File: config.mk
export PLATFORM = sky130hd
export DESIGN_NAME = tdc_event_router
export DESIGN_NICKNAME = d
export VERILOG_FILES = /design/src/design/hist_pkg.sv /design/src/design/tdc_event_router.sv
export VERILOG_INCLUDE_DIRS = /design/src /design/src/include
export SDC_FILE = /design/constraint.sdc
export NUM_CORES = 1
export LEC_CHECK = 0
export BUFFER_PORTS_ARGS = -buffer_cell sky130_fd_sc_hd__buf_2
export CORE_ASPECT_RATIO = 1.1
export CORE_MARGIN = 2
export CORE_UTILIZATION = 25
export DETAILED_ROUTE_END_ITERATION = 8
export PLACE_DENSITY = 0.68
export SLEW_MARGIN = 20
export SYNTH_ARGS = -nofsm -noshare
export SYNTH_HDL_FRONTEND = slang
export SYNTH_SLANG_ARGS = --single-unit
File: constraint.sdc
create_clock -name clk -period 0.8 [get_ports clk]
set_input_delay 0.24 -clock clk [delete_from_list [all_inputs] [get_ports clk]]
set_output_delay 0.24 -clock clk [all_outputs]
set_load 0.01 [all_outputs]
File: src/include/hist_defs.svh
`ifndef HIST_DEFS_SVH
`define HIST_DEFS_SVH

// lane and pixel geometry
`define HIST_LANES        4
`define HIST_PIX_PER_LANE 2
`define HIST_PIX_W        3

// histogram shape per pixel
`define HIST_BINS  16
`define HIST_BIN_W 4
`define HIST_CNT_W 16

// tdc word layout
`define TDC_W     12
`define TDC_WIN_W 8

// frame_end pulses per bank swap
`define HIST_ACQ_NUM 3

// wishbone word address map
`define WB_ADDR_W    8
`define WB_CTRL_ADDR 8'h00
`define WB_STAT_ADDR 8'h01
// lane * 32 + pix * 16 + bin above this base
`define WB_HIST_BASE 8'h40

`endif

File: src/design/hist_pkg.sv
`default_nettype none

`include "hist_defs.svh"

package hist_pkg;

    // coarse view, bin in the msbs
    typedef struct packed {
        logic [`HIST_BIN_W-1:0]        coarse_bin;
        logic [`TDC_W-`HIST_BIN_W-1:0] residue;
    } tdc_coarse_s;

    // fine view, window tag on top and bin in the lsbs
    typedef struct packed {
        logic [`TDC_WIN_W-1:0]  win_tag;
        logic [`HIST_BIN_W-1:0] fine_bin;
    } tdc_fine_s;

    // same 12 bits, two decodes
    typedef union packed {
        tdc_coarse_s coarse;
        tdc_fine_s   fine;
    } tdc_word_u;

    typedef struct packed {
        logic                   valid;
        logic [`HIST_PIX_W-1:0] pixel;
        tdc_word_u              word;
    } tdc_event_s;

    // one hit towards a lane
    typedef struct packed {
        logic                   hit;
        logic                   pix_sel;
        logic [`HIST_BIN_W-1:0] bin;
    } lane_req_s;

    typedef enum logic {
        MODE_COARSE = 1'b0,
        MODE_FINE   = 1'b1
    } hist_mode_e;

    // mode lands in bit 8 of the control word
    typedef struct packed {
        hist_mode_e            mode;
        logic [`TDC_WIN_W-1:0] window;
    } hist_cfg_s;

    typedef struct packed {
        logic                  cyc;
        logic                  stb;
        logic                  we;
        logic [`WB_ADDR_W-1:0] adr;
        logic [31:0]           dat;
    } wb_m2s_s;

    typedef struct packed {
        logic        ack;
        logic [31:0] dat;
    } wb_s2m_s;

endpackage

`default_nettype wire

File: src/design/tdc_event_router.sv
`timescale 1ns/1ps
`default_nettype none

`include "hist_defs.svh"

module tdc_event_router (
    input  wire                       clk,
    input  wire                       res,
    input  wire hist_pkg::tdc_event_s evt,
    input  wire                       frame_end,
    input  wire hist_pkg::hist_cfg_s  cfg,
    output hist_pkg::lane_req_s       lane_req [`HIST_LANES],
    output logic                      lane_frame_end
);
    import hist_pkg::*;

    localparam int LANE_W = $clog2(`HIST_LANES);

    logic                   keep;
    logic [LANE_W-1:0]      lane_sel;
    logic                   pix_sel;
    logic [`HIST_BIN_W-1:0] bin;
    logic [`HIST_LANES-1:0] hit_q;
    logic                   pix_sel_q;
    logic [`HIST_BIN_W-1:0] bin_q;

    // decode the tdc word by mode
    always_comb begin
        if (cfg.mode == MODE_FINE) begin
            bin  = evt.word.fine.fine_bin;
            // outside the window, dropped
            keep = evt.valid && (evt.word.fine.win_tag == cfg.window);
        end else begin
            bin  = evt.word.coarse.coarse_bin;
            keep = evt.valid;
        end
    end

    // pixel split into lane and pixel inside lane
    assign lane_sel = LANE_W'(evt.pixel / `HIST_PIX_PER_LANE);
    assign pix_sel  = 1'(evt.pixel % `HIST_PIX_PER_LANE);

    always_ff @(posedge clk or negedge res) begin
        if (!res) begin
            hit_q          <= '0;
            lane_frame_end <= 1'b0;
        end else begin
            // at most one lane flagged per cycle
            hit_q           <= '0;
            hit_q[lane_sel] <= keep;
            // same delay as the events so frame order holds
            lane_frame_end  <= frame_end;
        end
    end

    // shared payload, only the flagged lane uses it
    always_ff @(posedge clk) begin
        pix_sel_q <= pix_sel;
        bin_q     <= bin;
    end

    always_comb begin
        for (int i = 0; i < `HIST_LANES; i++) begin
            lane_req[i].hit     = hit_q[i];
            lane_req[i].pix_sel = pix_sel_q;
            lane_req[i].bin     = bin_q;
        end
    end

endmodule

`default_nettype wire

Word-level counts from Yosys, hierarchy flattened --
Index checks and enable logic that the tools add are counted.
Storage, ports and cells: flip-flop bits (word level) 10, bits of input ports 28, output and inout port bits 25, logic and storage cells 14
Operators by class: $lt $le $gt $ge 2, equal/unequal tests 1, muxes and demuxes 4, bitwise operators 1, reductions and logical operators 2
Operators by type and width (number):
- 8-bit == test | 1
- 4-bit bitwise AND | 1
- 4-bit 2-to-1 mux | 1
- 2-bit by 3-bit less-than comparator with 1-bit output (second input constant) | 1
- 1-bit demux with 2-bit select | 1
- 2-bit by 1-bit >= comparator with 1-bit output (second input constant) | 1
- 1-bit logical AND | 2
- 1-bit 2-to-1 mux | 2

Longest topological paths before layout --
depth in word-level cells 5, mapped depth 4, depth with buffers taken out 4

Least setup slack after synthesis --
OpenSTA, ideal clock, no wires.
kind in2reg, start input cfg[2] (netlist bit), end register hit_q[2], library setup time 68 ps, arrival 1035 ps, data required time 732 ps, path slack -303 ps, stages 4, buffers on the path 0, cell sequence xor2_1 > nor4_1 > a21boi_1 > and4bb_1
Between the ends: longest elaborated chain between the ends 4
RTL lines:
- start: declaration | RTL line tdc_event_router.sv:11 | input wire hist_pkg::hist_cfg_s cfg,
- 8-bit == test | RTL line tdc_event_router.sv:32 | keep = evt.valid && (evt.word.fine.win_tag == cfg.window);
- 1-bit logical AND | RTL line tdc_event_router.sv:32
- 1-bit 2-to-1 mux | RTL line tdc_event_router.sv:29 | if (cfg.mode == MODE_FINE) begin
- 4-bit bitwise AND (no line)
- end signal: indexed assignment | RTL line tdc_event_router.sv:50 | hit_q[lane_sel] <= keep;
- end: declaration | RTL line tdc_event_router.sv:23 | logic [`HIST_LANES-1:0] hit_q;
Every way passes these cells.

Worst setup path in the final report --
start register pix_sel_q, end output lane_req[10] (netlist bit)
RTL lines:
- start: declaration | RTL line tdc_event_router.sv:24 | logic pix_sel_q;
- start signal: assignment | RTL line tdc_event_router.sv:58 | pix_sel_q <= pix_sel;
- end: declaration | RTL line tdc_event_router.sv:12 | output hist_pkg::lane_req_s lane_req [`HIST_LANES],
No word-level cell between the ends.

==> impl_metrics.toml <==
[outcome]
status = "finished with violations"
violations = "negative setup slack"

[sta]
finalWorstSetupSlack_ps = -209
setup_viol = 29
fin_crit_ps = 1010
fin_crit_sh_pct = 126
rsz0062_at_grt = "true"
hold_viol_final = 0
max_clock_freq_mhz = 991
final_max_slew_viol_count = 0
tns_ps = -5290
worstMarginPinSlew_ps = 257
relSlewSlack_pct = 82.7

[floorplan]
io_pins = 53
core_um2 = 2000
dieArea_um2 = 2480
fp.dieW_um = 47.7
std_cell_rows = 17
initial_core_util_pct = 26.2
die_h_um = 52.0

[power]
swShare_pct = 24.9
combPwrFrac_pct = 27.7
vdd_drop_max_uv = 701
p_seq_share_pct = 40.5
leakage_nw = 0.469
internal-power_mw = 1.04
clkPwrFrac_pct = 31.8
power.total_mw = 1.39
pwr_density_cell_nw_per_um2 = 1490
switchingPower_mw = 0.346

[job]
max_cap_viol_count = 0

[global_routing]
antenna_found_initial = 0
grt_pass1_wl_um = 1980
grt_max_degree = 7
grt.total_usage_pct = 12.0
grt_pass1_vias = 491
grt_overflow = 0

[clock_tree]
cts-root-buf = "clkbuf_4"
cts_buffers = 3
clock_sinks = 10
cts.clk_slew.worst_paths_ps = 60
clockBufferDepth = 2
tritoncts = "done"
h-tree-depth = 1

[cells_and_area]
post-route-util_pct = 46.5
fillers = 197
area_growth_pct = 77.3
fin_nets = 118
ff_latch_area_um2 = 241
antenna_cells = 0
drive_above_1_share_pct = 80.9
multi_input_area_um2 = 200

[placement]
gp_congestion = 0.681
portBuffers = 52
preCtsSetupSlack_ps = -554
hpwl_um = 986

[route]
highest_layer = "met4"
via_per_inst = 4.09
route.met3.wl_um = 97
vias = 478
routedLengthMet1_um = 366
drtIter0Drc = 1
wl_per_cell_um = 10.8
dr.pass1.iters = 3
ant_nets = 0
wl_um = 1270
wl_met2_um = 784
drc_errors = 0

[logic_synthesis]
synth.net_count = 74
yosys_warnings = 0
synth-seq-cells = 10
avgSynthCellArea_um2 = 11.4
yosysUniqueCellTypes = 12
synth_cells = 46
ys_seq_area_share_pct = 43.0
netlist_area_um2 = 524

[worst_hold_path]
hold_path_class = "in -> reg"

[critical_path]
cp-end-kind = "primary output"
worstSetupPathType = "reg -> out"
crit_path_cell_trace = "buf_2"
worstSetupStartpointType = "flop"
required_ps = 560
slowest_delay_ps = 370
slowest_stage = "dfxtp_2"
critPathArrivalTime_ps = 770
cp_max_fo = 4
critPathTopFamily = "flip-flops"
cp.buffers_inverters = 1
## metal layers
metal  GRT usage [%]  up-vias
met5               0        -
met4            9.46        0
met3            1.04        2
met2            23.2       28
met1            10.3      224
li1                -      224
## flip-flops by register name (all words and copies together) (netlist names)
name / cells
lane_frame_end: 1
pix_sel_q: 1
bin_q: 4
hit_q: 4
## cells in the mapped netlist
cell type / n / area (um2)
buf_4: 16 / 120
xor2_1: 8 / 70.1
dfrtp_1: 5 / 125
dfxtp_1: 5 / 100
mux2_2: 4 / 45.0
nor4_1: 2 / 12.5
a21boi_1: 1 / 7.51
and4bb_1: 1 / 12.5
nand2_1: 1 / 3.75
nor3_1: 1 / 5.00
nor3b_1: 1 / 7.51
nor4b_2: 1 / 15.0
## placed cells by master (no fill, tap or decap), drive strengths merged
| cell | netlist | final |
|---|---|---|
| clkbuf | 0 | 4 |
| nor3 | 1 | 1 |
| nor4 | 2 | 2 |
| and4bb | 1 | 1 |
| nor3b | 1 | 1 |
| nor4b | 1 | 1 |
| a21boi | 1 | 1 |
| dfxtp | 5 | 5 |
| buf | 16 | 54 |
| dlygate4sd3 | 0 | 1 |
| dfrtp | 5 | 5 |
| nand2 | 1 | 1 |
| xor2 | 8 | 8 |
| mux2 | 4 | 4 |
## worst paths after layout
kind,cells past startpoint,startpoint,slack [ps],endpoint
max,1,pix_sel_q,-210,lane_req[10]
min,1,evt[12],80,pix_sel_q
max in group asynchronous,2,res,350,hit_q[3]
min in group asynchronous,2,res,330,lane_frame_end
## power groups by stage
| stage | logic [mW] | registers, mW | clock network (mW) |
|---|---|---|---|
| global placement | 0.270 | 0.553 | 0 |
| finish | 0.385 | 0.562 | 0.441 |
| global route | 0.416 | 0.566 | 0.488 |
| floorplan | 0.168 | 0.569 | 0 |
| CTS | 0.366 | 0.561 | 0.458 |
| detailed placement | 0.276 | 0.555 | 0 |
## through the flow
stage | instance area [um2] | std cells | hold WS, ps
2_1_floorplan | 524 | 46 | -55.6
3_3_place_gp | 707 | 111 | 56.7
3_5_place_dp | 707 | 111 | 57.3
4_1_cts | 901 | 116 | 70.7
5_1_grt | 930 | 117 | 67.3
6_report | 930 | 117 | 82.0
## timing repair
item	4_1_cts	5_1_grt
endpoints found under the setup margin	29	29
hold buffers	1	0
gates resized for setup	30	4
buffers inserted	0	1
endpoints found under the hold margin	5	0
pin swaps	4	0
## final cells by class
| cell class | instances | area share (%) |
|---|---|---|
| repair buffers | 55 | 44.8 |
| clock buffers | 4 | 3.90 |
| multi-input cells | 20 | 21.5 |
| well taps | 28 | 3.77 |
| flip-flops and latches | 10 | 26.0 |
## cells by family (layout without fill, tap and decap cells)
group	Yosys count	count (layout)	share of synthesized area (%)
flip-flops	10	10	43.0
XOR/XNOR	8	8	13.4
multiplexers	4	4	8.59
AND/OR/NAND/NOR	7	7	10.7
AO/OA/AOI/OAI	1	1	1.43
buffers and inverters	16	59	22.9
Note: power is estimated with default switching activity, not from simulation.
