## config.mk

```make
export PLATFORM = sky130hd
export DESIGN_NAME = hist_wb_readout
export DESIGN_NICKNAME = d
export VERILOG_FILES = /design/src/design/hist_pkg.sv /design/src/design/hist_wb_readout.sv
export VERILOG_INCLUDE_DIRS = /design/src /design/src/include
export SDC_FILE = /design/constraint.sdc
export NUM_CORES = 1
export LEC_CHECK = 0
export ABC_CLOCK_PERIOD_IN_PS = 2000
export BUFFER_PORTS_ARGS = -buffer_cell sky130_fd_sc_hd__buf_2
export CAP_MARGIN = 0
export CELL_PAD_IN_SITES_DETAIL_PLACEMENT = 0
export CELL_PAD_IN_SITES_GLOBAL_PLACEMENT = 1
export CORE_MARGIN = 2
export CORE_UTILIZATION = 29
export DETAILED_ROUTE_END_ITERATION = 6
export PLACE_DENSITY = 0.8
export SYNTH_ARGS = -nofsm -noshare
export SYNTH_HDL_FRONTEND = slang
export SYNTH_SLANG_ARGS = --single-unit
```

## constraint.sdc

```tcl
create_clock -name clk -period 2 [get_ports clk]
set_input_delay 0.1 -clock clk [delete_from_list [all_inputs] [get_ports clk]]
set_output_delay 0.1 -clock clk [all_outputs]
set_load 0.005 [all_outputs]
```

## src/include/hist_defs.svh

```systemverilog
`ifndef HIST_DEFS_SVH
`define HIST_DEFS_SVH

// lane and pixel geometry
`define HIST_LANES        4
`define HIST_PIX_PER_LANE 2
`define HIST_PIX_W        3

// histogram shape per pixel
`define HIST_BINS  16
`define HIST_BIN_W 4
`define HIST_CNT_W 16

// tdc word layout
`define TDC_W     12
`define TDC_WIN_W 8

// frame_end pulses per bank swap
`define HIST_ACQ_NUM 3

// wishbone word address map
`define WB_ADDR_W    8
`define WB_CTRL_ADDR 8'h00
`define WB_STAT_ADDR 8'h01
// lane * 32 + pix * 16 + bin above this base
`define WB_HIST_BASE 8'h40

`endif

```

## src/design/hist_pkg.sv

```systemverilog
`default_nettype none

`include "hist_defs.svh"

package hist_pkg;

    // coarse view, bin in the msbs
    typedef struct packed {
        logic [`HIST_BIN_W-1:0]        coarse_bin;
        logic [`TDC_W-`HIST_BIN_W-1:0] residue;
    } tdc_coarse_s;

    // fine view, window tag on top and bin in the lsbs
    typedef struct packed {
        logic [`TDC_WIN_W-1:0]  win_tag;
        logic [`HIST_BIN_W-1:0] fine_bin;
    } tdc_fine_s;

    // same 12 bits, two decodes
    typedef union packed {
        tdc_coarse_s coarse;
        tdc_fine_s   fine;
    } tdc_word_u;

    typedef struct packed {
        logic                   valid;
        logic [`HIST_PIX_W-1:0] pixel;
        tdc_word_u              word;
    } tdc_event_s;

    // one hit towards a lane
    typedef struct packed {
        logic                   hit;
        logic                   pix_sel;
        logic [`HIST_BIN_W-1:0] bin;
    } lane_req_s;

    typedef enum logic {
        MODE_COARSE = 1'b0,
        MODE_FINE   = 1'b1
    } hist_mode_e;

    // mode lands in bit 8 of the control word
    typedef struct packed {
        hist_mode_e            mode;
        logic [`TDC_WIN_W-1:0] window;
    } hist_cfg_s;

    typedef struct packed {
        logic                  cyc;
        logic                  stb;
        logic                  we;
        logic [`WB_ADDR_W-1:0] adr;
        logic [31:0]           dat;
    } wb_m2s_s;

    typedef struct packed {
        logic        ack;
        logic [31:0] dat;
    } wb_s2m_s;

endpackage

`default_nettype wire

```

## src/design/hist_wb_readout.sv

```systemverilog
`timescale 1ns/1ps
`default_nettype none

`include "hist_defs.svh"

module hist_wb_readout (
    input  wire                      clk,
    input  wire                      res,
    input  wire hist_pkg::wb_m2s_s   wb_i,
    output hist_pkg::wb_s2m_s        wb_o,
    output hist_pkg::hist_cfg_s      cfg,
    input  wire                      swap,
    output logic                     rd_en,
    output logic                     rd_pix,
    output logic [`HIST_BIN_W-1:0]   rd_bin,
    input  wire [`HIST_CNT_W-1:0]    rd_data [`HIST_LANES]
);
    import hist_pkg::*;

    localparam int LANE_W    = $clog2(`HIST_LANES);
    localparam int LANE_SPAN = `HIST_PIX_PER_LANE * `HIST_BINS;

    typedef enum logic {
        ST_IDLE = 1'b0,
        ST_BUSY = 1'b1
    } state_e;

    state_e                 state_q;
    logic                   ack_q;
    logic [`HIST_CNT_W-1:0] swap_cnt_q;
    logic [`WB_ADDR_W-1:0]  hist_off;
    logic                   is_hist;
    logic [LANE_W-1:0]      off_lane;
    logic                   off_pix;
    logic [`HIST_BIN_W-1:0] off_bin;

    // histogram window decode
    assign hist_off = wb_i.adr - `WB_HIST_BASE;
    assign is_hist  = (wb_i.adr >= `WB_HIST_BASE) &&
                      (hist_off < `WB_ADDR_W'(`HIST_LANES * LANE_SPAN));
    assign off_lane = LANE_W'(hist_off / LANE_SPAN);
    // lsb of offset / 16 is the pixel inside the lane
    assign off_pix  = 1'(hist_off / `HIST_BINS);
    assign off_bin  = `HIST_BIN_W'(hist_off);

    // idle sees the request, busy raises ack and then drops it
    always_ff @(posedge clk or negedge res) begin
        if (!res) begin
            state_q    <= ST_IDLE;
            ack_q      <= 1'b0;
            rd_en      <= 1'b0;
            cfg        <= '{mode: MODE_COARSE, window: '0};
            swap_cnt_q <= '0;
        end else begin
            rd_en <= 1'b0;
            case (state_q)
                ST_IDLE: begin
                    if (wb_i.cyc && wb_i.stb) begin
                        state_q <= ST_BUSY;
                        // lane memory read in the first busy cycle
                        rd_en   <= is_hist && !wb_i.we;
                    end
                end
                ST_BUSY: begin
                    ack_q <= !ack_q;
                    if (ack_q) begin
                        state_q <= ST_IDLE;
                    end else if (wb_i.we && wb_i.adr == `WB_CTRL_ADDR) begin
                        cfg.mode   <= hist_mode_e'(wb_i.dat[8]);
                        cfg.window <= wb_i.dat[7:0];
                    end
                end
                default: begin
                    state_q <= ST_IDLE;
                end
            endcase
            // completed histograms, lane 0 stands for all
            if (swap) begin
                swap_cnt_q <= swap_cnt_q + 1'b1;
            end
        end
    end

    // address held by the master, so just register the decode
    always_ff @(posedge clk) begin
        rd_pix <= off_pix;
        rd_bin <= off_bin;
    end

    // read mux
    // lane data is registered in the lane, ready in the ack cycle
    always_comb begin
        wb_o.ack = ack_q;
        if (is_hist) begin
            wb_o.dat = 32'(rd_data[off_lane]);
        end else if (wb_i.adr == `WB_CTRL_ADDR) begin
            wb_o.dat = 32'(cfg);
        end else if (wb_i.adr == `WB_STAT_ADDR) begin
            wb_o.dat = 32'(swap_cnt_q);
        end else begin
            // unmapped
            wb_o.dat = '0;
        end
    end

endmodule

`default_nettype wire

```

# [After elaboration in Yosys (flattened, before gate mapping)]
# Cells that the tools add are included.
[classes] n_addsub=2 magnitude_cmp=3 n_eq_ne=1 muxes=11 bitwise_logic=3 reduce_logical=8
[ops] operator="two-way mux 16 bit" count=5
[ops] operator="binary-select mux 16 bit (select 2 bit)" count=1
[ops] operator="adder 16 x 1 -> 16 bit, second input constant" count=1
[ops] operator="equality test 8 x 1 -> 1 bit, second input constant" count=1
[ops] operator="greater-or-equal comparator 8 x 7 -> 1 bit, second input constant" count=1
[ops] operator="zero test 8 bit" count=1
[ops] operator="< comparator 8 bit, second input constant" count=1
[ops] operator="subtractor 8 x 7 -> 8 bit, second input constant" count=1
[ops] operator="logical AND 1 bit" count=4
[ops] operator="two-way mux 1 bit" count=4
[ops] operator="greater-or-equal comparator 3 bit, second input constant" count=1
[ops] operator="inverter 2 -> 3 bit" count=1
[ops] operator="AND reduction 3 bit" count=1
[ops] operator="zero test 1 bit" count=2
[ops] operator="inverter 1 bit" count=2
[ops] operator="one-hot mux 1 bit (2 select lines)" count=1
[word_totals] register_bits=33 input_bits=110 wordCells=36

# [Depth between registers and ports, before layout]
# Gate-level depths: netlist of run 1.
[logic_depth] ltp_word=6 depth_mapped=9 depth_no_buf=6

# [Worst setup path before layout of run 1]
# Ideal clock, no wire load.
[synth_path] path_type="input-to-reg" startpoint="in wb_i[38] in the netlist's numbering" endpoint="reg cfg[0] in the netlist's numbering" arrival_ns=1.695 required_ns=1.875 path_slack_ns=0.180 cell_stages=9 path_cell_list="clkbuf_1 -> buf_2 -> inv_1 -> ha_1 -> nor4b_2 -> and2_1 -> buf_6 -> nand2_4 -> mux2_4"
[synth_between] elab_chain_len=3
[synth_rtl] item="start: declaration" line_no="hist_wb_readout.sv:9" text="input wire hist_pkg::wb_m2s_s wb_i,"
[synth_rtl] item="zero test 8 bit (no source line)"
[synth_rtl] item="logical AND 1 bit (no source line)"
[synth_rtl] item="AND reduction 3 bit (no source line)"
[synth_rtl] item="end signal: assignment" line_no="hist_wb_readout.sv:52" text="cfg <= '{mode: MODE_COARSE, window: '0};"
[synth_rtl] item="end: declaration" line_no="hist_wb_readout.sv:11" text="output hist_pkg::hist_cfg_s cfg,"
# No other way between the ends.
# A chain may end at the register's enable or synchronous reset.

==> impl_metrics.ini, run 1 <==
[final_layout]
nNetsFinal = 423
fillers = 767
multi_input_area_sq_um = 1210
area_growth_pct = 34.8
layout_common_cells = buf_2, dfrtp_1, nand2_1
layout_commonest_cell = buf_2
drive_above_1_share = 0.506
antenna-diode-count = 0
utilization = 0.404
seqCellArea_sq_um = 801

[critical_path]
reg2regPathDepth = 5
path_cells = dlygate4sd3_1 -> buf_2 -> nor2_1 -> nand2_1 -> o31ai_1 -> buf_2
cp.required_ps = 1900
cp.buffers_inverters = 3
rr_endpoint = swap_cnt_q[10]$_DFFE_PN0P_
arrival_ps = 1750
crit_slowest_cell = dlygate4sd3_1
cp-endpoint = wb_o[6]
path_delay_family = buffers and inverters
cp-start-kind = input pin
cp-end-kind = primary output
path_max_fanout = 9
critPathMaxStageDelay_ps = 530
crit_path_frequent_cell = buf_2
crit_path_start = wb_i[36]
regToRegSetupSlack_ps = 570
cp.depth = 6
worstReg2RegStart = swap_cnt_q[0]$_DFFE_PN0P_
critical_path_class = input pin to primary output

[clocking]
clock_path_buffers = 2
ctsRootBufferMaster = clkbuf_8
cts_buffers = 5
cts_resized = 0
tritoncts = built
path_clk_slew_ps = 70
htreeDepth = 2
clk_latency_ps = 280
clock-sinks = 33

[timing]
finClkSkew_ps = 4.13
setup_violations = 0
finalHoldWorstSlack_ps = 50.2
rsz0062_at_grt = no
relSlewSlack = 0.581
slew_viol_final = 0
setup_tns_ps = 0
fin_ws_ps = 154
post-route-min-period_ps = 1850
fmax_mhz = 542
worst-slew-pin-transition_ps = 628
fin_crit_sh = 0.923
hold_viol = 0

[grt]
grtUsageTotal = 0.152
grt_pass1_wl_microns = 9760
gr-total-overflow = 0
grt_pass1_vias = 1977
antenna_found_initial = 0
grt_max_degree = 29

[pwr]
leakagePower_nw = 1.52
ir_worst_vdd_mv = 0.401
powerDensity_nw_per_um2 = 648

[route]
avgRoutedWirePerCell_microns = 14.7
dr.pass1.iters = 2
drcViolationCount = 0
final_antenna_net_count = 0
via_per_inst = 4.59
via_count = 1885
routed_wirelength_microns = 6040
drt-initial-drc-count = 75

[min_path]
hold_start = wb_i[1]
holdCritPathClass = input pin to flop

[run]
maxCapViolCount = 0

[placed_design]
hpwlAfterDp_microns = 5070
gp_congestion = 0.769
io_buffer_count = 118
dp_slack_ps = 305

[floorplanning]
rows = 31
die_height_microns = 90.3
die_w_microns = 90.3
start_util = 0.299
core_sq_um = 7210
die_area_sq_um = 8150
num_io_pins = 158

[synthesis]
synth-simple-area-share = 0.129
syn_area_per_cell_sq_um = 11.4
synth_compound_area_frac = 0.0498
yosys.cell_types.count = 29
synth-seq-cells = 33
synthXorXnorAreaFrac = 0.0649
yosysSeqAreaShare = 0.371
muxShareOfSynthArea = 0.276
synth_adder_area_share = 0.0116
synth_top_family_by_area = multiplexers
syn_area_sq_um = 2160
yosys_warnings = 0
syn_inst = 189

[outcome]
status = completed
cells in the mapped netlist (all sizes together):
master,instances,area (sq um)
dfrtp,28,701
dfxtp,5,100
nor3b,1,7.51
conb,1,3.75
mux4,16,360
ha,2,25.0
nand2,24,97.6
nand4,6,37.5
o31ai,9,67.6
nor3,1,5.00
inv,4,15.0
mux2,10,146
nand3,11,55.1
clkbuf,3,11.3
nor4b,2,38.8
xnor2,10,87.6
xor2,6,52.6
buf,25,180
mux2i,9,90.1
nor2,5,18.8
o21ai,8,40.0
and3,2,12.5
and2,1,6.26
power by group:
group,switching (W),leakage [nW],total (W),internal [W]
logic,0.000232,1.05,0.000517,0.000285
clock network,0.000244,0.0450,0.000485,0.000241
registers,0.000118,0.417,0.000884,0.000765
total,0.000594,1.52,0.00189,0.00129
final cells by class:
cell class	count	area share
inverter	4	0.00516
clock buffer	6	0.0249
timing repair buffer	128	0.234
tap	99	0.0425
clock inverter	2	0.00344
multi-input combinational	139	0.415
sequential	33	0.275
logic make-up (layout without fill, tap and decap cells):
| kind of cell | Yosys count | count (layout) |
|---|---|---|
| and+or+nand+nor | 53 | 53 |
| muxes | 35 | 35 |
| DFF | 33 | 33 |
| buffers and inverters | 32 | 140 |
| AOI/OAI and AO/OA | 17 | 17 |
| xor gates and xnor gates | 16 | 16 |
| adders and majority gates | 2 | 2 |
| other | 1 | 16 |
registers in the layout, indices dropped and copies added, names as in the netlist:
register	cells
cfg	9
rd_en	1
swap_cnt_q	16
ack_q	1
state_q	1
rd_pix	1
rd_bin	4
through the flow:
stage | cells | cell area, sq um | power (W)
after floorplan | 204 | 2220 | 0.00122
after global placement | 397 | 2770 | 0.00140
after detailed placement | 397 | 2770 | 0.00142
after CTS | 411 | 2910 | 0.00191
after global routing | 411 | 2910 | 0.00202
final | 411 | 2910 | 0.00189
worst min-delay path by stage:
| stage | endpoint | slack [ps] | cells after the start |
|---|---|---|---|
| 6_report | cfg[1]$_DFFE_PN0P_ | 50 | 2 |
| 5_1_grt | cfg[5]$_DFFE_PN0P_ | 50 | 2 |
| 3_3_place_gp | swap_cnt_q[13]$_DFFE_PN0P_ | 150 | 1 |
| 4_1_cts | cfg[1]$_DFFE_PN0P_ | 40 | 2 |
| 3_5_place_dp | swap_cnt_q[14]$_DFFE_PN0P_ | 160 | 1 |
| 2_1_floorplan | ack_q$_DFFE_PN0P_ | -200 | 0 |
layer usage:
metal,track usage,vias up,share of wire
met3,0.0317,4,0.059
met2,0.270,76,0.52
met5,0,-,0
li1,-,893,-
met4,0.0410,0,0.0088
met1,0.186,912,0.41
repair_timing:
| item | CTS | global route |
|---|---|---|
| hold buffers | 6 | 0 |
| buffers inserted | 0 | 0 |
| endpoints found under the hold margin | 33 | 0 |
Note: power is estimated with default switching activity, not from simulation.
==> run 2, diff against run 1 <==
--- a/config.mk
+++ b/config.mk
@@ -15,6 +15,7 @@
 export CORE_UTILIZATION = 29
 export DETAILED_ROUTE_END_ITERATION = 6
 export PLACE_DENSITY = 0.8
+export RECOVER_POWER = 100
 export SYNTH_ARGS = -nofsm -noshare
 export SYNTH_HDL_FRONTEND = slang
 export SYNTH_SLANG_ARGS = --single-unit
==> impl_metrics.ini, run 2 (same netlist as run 1, synthesis figures left out) <==
[outcome]
status = completed

[route]
drt-initial-drc-count = 58
avgRoutedWirePerCell_microns = 14.7
drcViolationCount = 0
via_per_inst = 4.59
routed_wirelength_microns = 6060
via_count = 1886
final_antenna_net_count = 0
dr.pass1.iters = 4

[timing]
fmax_mhz = 546
post-route-min-period_ps = 1830
relSlewSlack = 0.263
rsz0062_at_grt = no
worst-slew-pin-transition_ps = 1110
fin_crit_sh = 0.915
hold_viol = 0
finalHoldWorstSlack_ps = 35.2
slew_viol_final = 0
setup_violations = 0
fin_ws_ps = 170
setup_tns_ps = 0
finClkSkew_ps = 3.99

[clocking]
cts_resized = 0
cts_buffers = 5
tritoncts = built
clk_latency_ps = 280
clock-sinks = 33
path_clk_slew_ps = 70
clock_path_buffers = 2
ctsRootBufferMaster = clkbuf_8
post_cts_buffers = 0
htreeDepth = 2
ctsHoldBuffers = 6

[final_layout]
multi_input_area_sq_um = 1180
largestRegisters = swap_cnt_q x16, cfg x9, rd_bin x4
seqCellArea_sq_um = 801
fillers = 779
nNetsFinal = 423
area_growth_pct = 32.1
layout_common_cells = buf_2, dfrtp_1, clkbuf_1
antenna-diode-count = 0
layout_commonest_cell = buf_2
largest_reg_flops = 16
drive_above_1_share = 0.401
largest_register = swap_cnt_q

[critical_path]
path_max_fanout = 9
cp.required_ps = 1900
critical_path_class = input pin to primary output
cp-start-kind = input pin
cp-end-kind = primary output
arrival_ps = 1730

[floorplanning]
num_io_pins = 158
die_w_microns = 90.3
die_area_sq_um = 8150
rows = 31
core_sq_um = 7210
die_height_microns = 90.3
start_util = 0.299

[placed_design]
io_buffer_count = 118
dp_slack_ps = 305
gp_congestion = 0.769
hpwlAfterDp_microns = 5070

[grt]
grt_use_met3 = 0.0317
grt_max_degree = 29
grt_pass1_vias = 1977
met1_usage = 0.186
grt_pass1_wl_microns = 9760
grtUsageTotal = 0.152
use_met2 = 0.270
gr-total-overflow = 0
antenna_found_initial = 0
grt-busiest-layer = met2

[pwr]
powerDensity_nw_per_um2 = 657
leakagePower_nw = 1.41
ir_worst_vdd_mv = 0.405

[min_path]
holdCritPathClass = input pin to flop

[run]
maxCapViolCount = 0
## run 2: cell count changes in the layout (fill, tap and decap cells not counted)
cell	previous run	this run
mux2_1	0	7
clkbuf_1	1	27
mux2_4	9	2
buf_2	118	91
clkbuf_2	0	1
## run 2: per-layer routing
layer / routed length, microns / part of all wire
met1: 2500 / 0.41
met4: 53 / 0.0087
met5: 0 / 0
met3: 357 / 0.059
met2: 3150 / 0.52
## run 2: layout make-up
class | count | area share
timing repair buffer | 128 | 0.227
sequential | 33 | 0.281
clock buffer | 6 | 0.0254
multi-input combinational | 139 | 0.414
inverter | 4 | 0.00526
tap | 99 | 0.0434
clock inverter | 2 | 0.00351
## run 2: worst paths after layout
kind                                      startpoint                          to  slack (ps)  cells past startpoint
setup reg to reg           swap_cnt_q[0]$_DFFE_PN0P_  swap_cnt_q[10]$_DFFE_PN0P_         570                      5
hold / removal                               wb_i[5]          cfg[5]$_DFFE_PN0P_          40                      2
max in group asynchronous                        res   swap_cnt_q[3]$_DFFE_PN0P_        1150                      2
hold reg to reg                    state_q$_DFF_PN0_           ack_q$_DFFE_PN0P_         470                      1
min in group asynchronous                        res  swap_cnt_q[14]$_DFFE_PN0P_         400                      2
setup / recovery                            wb_i[36]                     wb_o[6]         170                      6
## run 2: worst max-delay path: stages
cell and delay [ps]:
dlygate4sd3_1 530, buf_2 120, nor2_1 100, nand2_1 250
o31ai_1 450, clkbuf_1 160
## run 2: report_power, final
part | leakage (nW) | total (W) | switching, W | internal [W]
sequential | 0.417 | 0.000884 | 0.000118 | 0.000765
clock | 0.0450 | 0.000486 | 0.000245 | 0.000241
combinational | 0.943 | 0.000505 | 0.000232 | 0.000273
total | 1.41 | 0.00187 | 0.000596 | 0.00128
## run 2: through the flow
step / total power (W) / instances / instance area, sq um / util
floorplan: 0.00122 / 204 / 2220 / -
CTS: 0.00191 / 411 / 2910 / 0.404
finish: 0.00187 / 411 / 2850 / 0.395
global placement: 0.00140 / 397 / 2770 / 0.384
global route: 0.00201 / 411 / 2850 / 0.395
detailed placement: 0.00142 / 397 / 2770 / 0.384
==> run 3, diff against run 2 <==
--- a/config.mk
+++ b/config.mk
@@ -6,15 +6,15 @@
 export SDC_FILE = /design/constraint.sdc
 export NUM_CORES = 1
 export LEC_CHECK = 0
-export ABC_CLOCK_PERIOD_IN_PS = 2000
+export ABC_CLOCK_PERIOD_IN_PS = 1650
 export BUFFER_PORTS_ARGS = -buffer_cell sky130_fd_sc_hd__buf_2
 export CAP_MARGIN = 0
 export CELL_PAD_IN_SITES_DETAIL_PLACEMENT = 0
 export CELL_PAD_IN_SITES_GLOBAL_PLACEMENT = 1
 export CORE_MARGIN = 2
-export CORE_UTILIZATION = 29
+export CORE_UTILIZATION = 26
 export DETAILED_ROUTE_END_ITERATION = 6
-export PLACE_DENSITY = 0.8
+export PLACE_DENSITY_LB_ADDON = 0.1
 export RECOVER_POWER = 100
 export SYNTH_ARGS = -nofsm -noshare
 export SYNTH_HDL_FRONTEND = slang
==> constraint.sdc (replaced) <==
create_clock -name clk -period 1.65 [get_ports clk]
set_input_delay 0.0825 -clock clk [delete_from_list [all_inputs] [get_ports clk]]
set_output_delay 0.0825 -clock clk [all_outputs]
set_load 0.005 [all_outputs]
==> impl_metrics.ini, run 3 (same netlist as run 1, synthesis figures left out) <==
[outcome]
status = completed

[min_path]
hold_start = wb_i[2]
min_to = cfg[2]$_DFFE_PN0P_
holdPathStages = 2
holdCritPathClass = input pin to flop

[clocking]
post_cts_buffers = 0
htreeDepth = 2
clock-sinks = 33
cts_buffers = 5
tritoncts = built
ctsRootBufferMaster = clkbuf_8
clk_latency_ps = 280
clock_path_buffers = 2
path_clk_slew_ps = 70

[pwr]
ir_worst_vdd_mv = 0.279
p_total_w = 0.00231
pwr-share-comb = 0.282
leakagePower_nw = 1.42
p_seq_frac = 0.460
powerDensity_nw_per_um2 = 792
clkPwrFrac = 0.259
p_sw_frac = 0.315
p_int_w = 0.00158
switchingPower_w = 0.000727

[final_layout]
antenna-diode-count = 0
largestRegisters = swap_cnt_q x16, cfg x9, rd_bin x4
largest_reg_flops = 16
drive_above_1_share = 0.398
layoutNonFillerInstCount = 424
nNetsFinal = 430
layout_commonest_cell = buf_2
largest_register = swap_cnt_q
layout_common_cells = buf_2, clkbuf_1, dfrtp_1
area_growth_pct = 34.9

[route]
drcViolationCount = 0
dr.pass1.iters = 4
drt-initial-drc-count = 58
via_per_inst = 4.46
avgRoutedWirePerCell_microns = 15.2
via_count = 1893
routed_wirelength_microns = 6430
final_antenna_net_count = 0

[critical_path]
cp.depth = 3
path_delay_family = flip-flops
cp-end-kind = primary output
path_max_fanout = 5
cp-start-kind = flop
cp.required_ps = 1570
rr_endpoint = cfg[7]$_DFFE_PN0P_
reg2regPathDepth = 3
regToRegSetupSlack_ps = 200
critical_path_class = flop to primary output
critPathMaxStageDelay_ps = 430
path_cells = mux2i_1 -> o31ai_1 -> clkbuf_1
cp.buffers_inverters = 1
crit_slowest_cell = dfrtp_1
arrival_ps = 1400
worstReg2RegStart = ack_q$_DFFE_PN0P_

[timing]
post-route-min-period_ps = 1480
finClkSkew_ps = 2.04
hold_viol = 0
fmax_mhz = 677
worst-slew-pin-transition_ps = 762
setup_tns_ps = 0
rsz0062_at_grt = no
setup_violations = 0
fin_ws_ps = 172
fin_crit_sh = 0.896
relSlewSlack = 0.492
slew_viol_final = 0
finalHoldWorstSlack_ps = 12.1

[grt]
grt_max_degree = 29
grt_pass1_wl_microns = 10100
gr-total-overflow = 0
antenna_found_initial = 0
grt_pass1_vias = 1975
grtUsageTotal = 0.148

[placed_design]
hpwlAfterDp_microns = 5280
io_buffer_count = 118
gp_congestion = 0.745
dp.cells = 410
dp_slack_ps = 112

[floorplanning]
num_io_pins = 158
die_area_sq_um = 9050
die_height_microns = 95.1
rows = 33
start_util = 0.265
die_w_microns = 95.1
core_sq_um = 8130

[run]
maxCapViolCount = 0
run 3: changes by cell type in the layout (fill, tap and decap cells not counted), sizes merged:
cell / delta
buf: +3
clkbuf: +6
clkinv: -2
run 3: repair_timing:
item,in CTS,in global routing
hold buffers,6,0
gates resized for setup,0,2
endpoints found under the hold margin,33,0
setup endpoints to repair,0,6
run 3: worst reg2reg max path, stage by stage (launching register included):
cell and delay, ps:
dfrtp_1 430, nor4b_4 280, nand2_2 240, mux2_1 390
run 3: power by group through the flow:
stage	Sequential (W)	Clock (W)	Combinational (W)
after CTS	0.00106	0.000620	0.000685
final	0.00106	0.000597	0.000650
after detailed placement	0.00108	0	0.000671
after global routing	0.00108	0.000657	0.000740
after global placement	0.00108	0	0.000665
after floorplan	0.00106	0	0.000418
run 3: worst max-delay path by stage:
stage                                    from  slack, ps                 end
floorplan                            wb_i[38]         20  cfg[0]$_DFFE_PN0P_
global placement                     wb_i[38]        140  cfg[4]$_DFFE_PN0P_
detailed placement                   wb_i[38]        110            wb_o[14]
CTS                                  wb_i[38]        100            wb_o[14]
global route                         wb_i[38]         40             wb_o[3]
finish              swap_cnt_q[8]$_DFFE_PN0P_        170             wb_o[8]
run 3: cell type report:
class / instances / area [sq um]
fill: 906 / 5220
multi-input combinational: 139 / 1180
sequential: 33 / 801
timing repair buffer: 135 / 702
tap: 105 / 131
clock buffer: 8 / 80.1
inverter: 4 / 15.0
run 3: layer usage:
layer  track usage  vias to the layer above  wire length, microns
li1              -                      907                     -
met1         0.182                      896                  2780
met2         0.255                       84                  3090
met3        0.0387                        6                   472
met4        0.0447                        0                    87
met5             0                        -                     0
run 3: per-stage QoR:
stage / instance area (sq um) / utilization
global route: 2910 / 0.358
floorplan: 2220 / -
finish: 2910 / 0.358
detailed placement: 2840 / 0.349
global placement: 2840 / 0.349
CTS: 2980 / 0.367
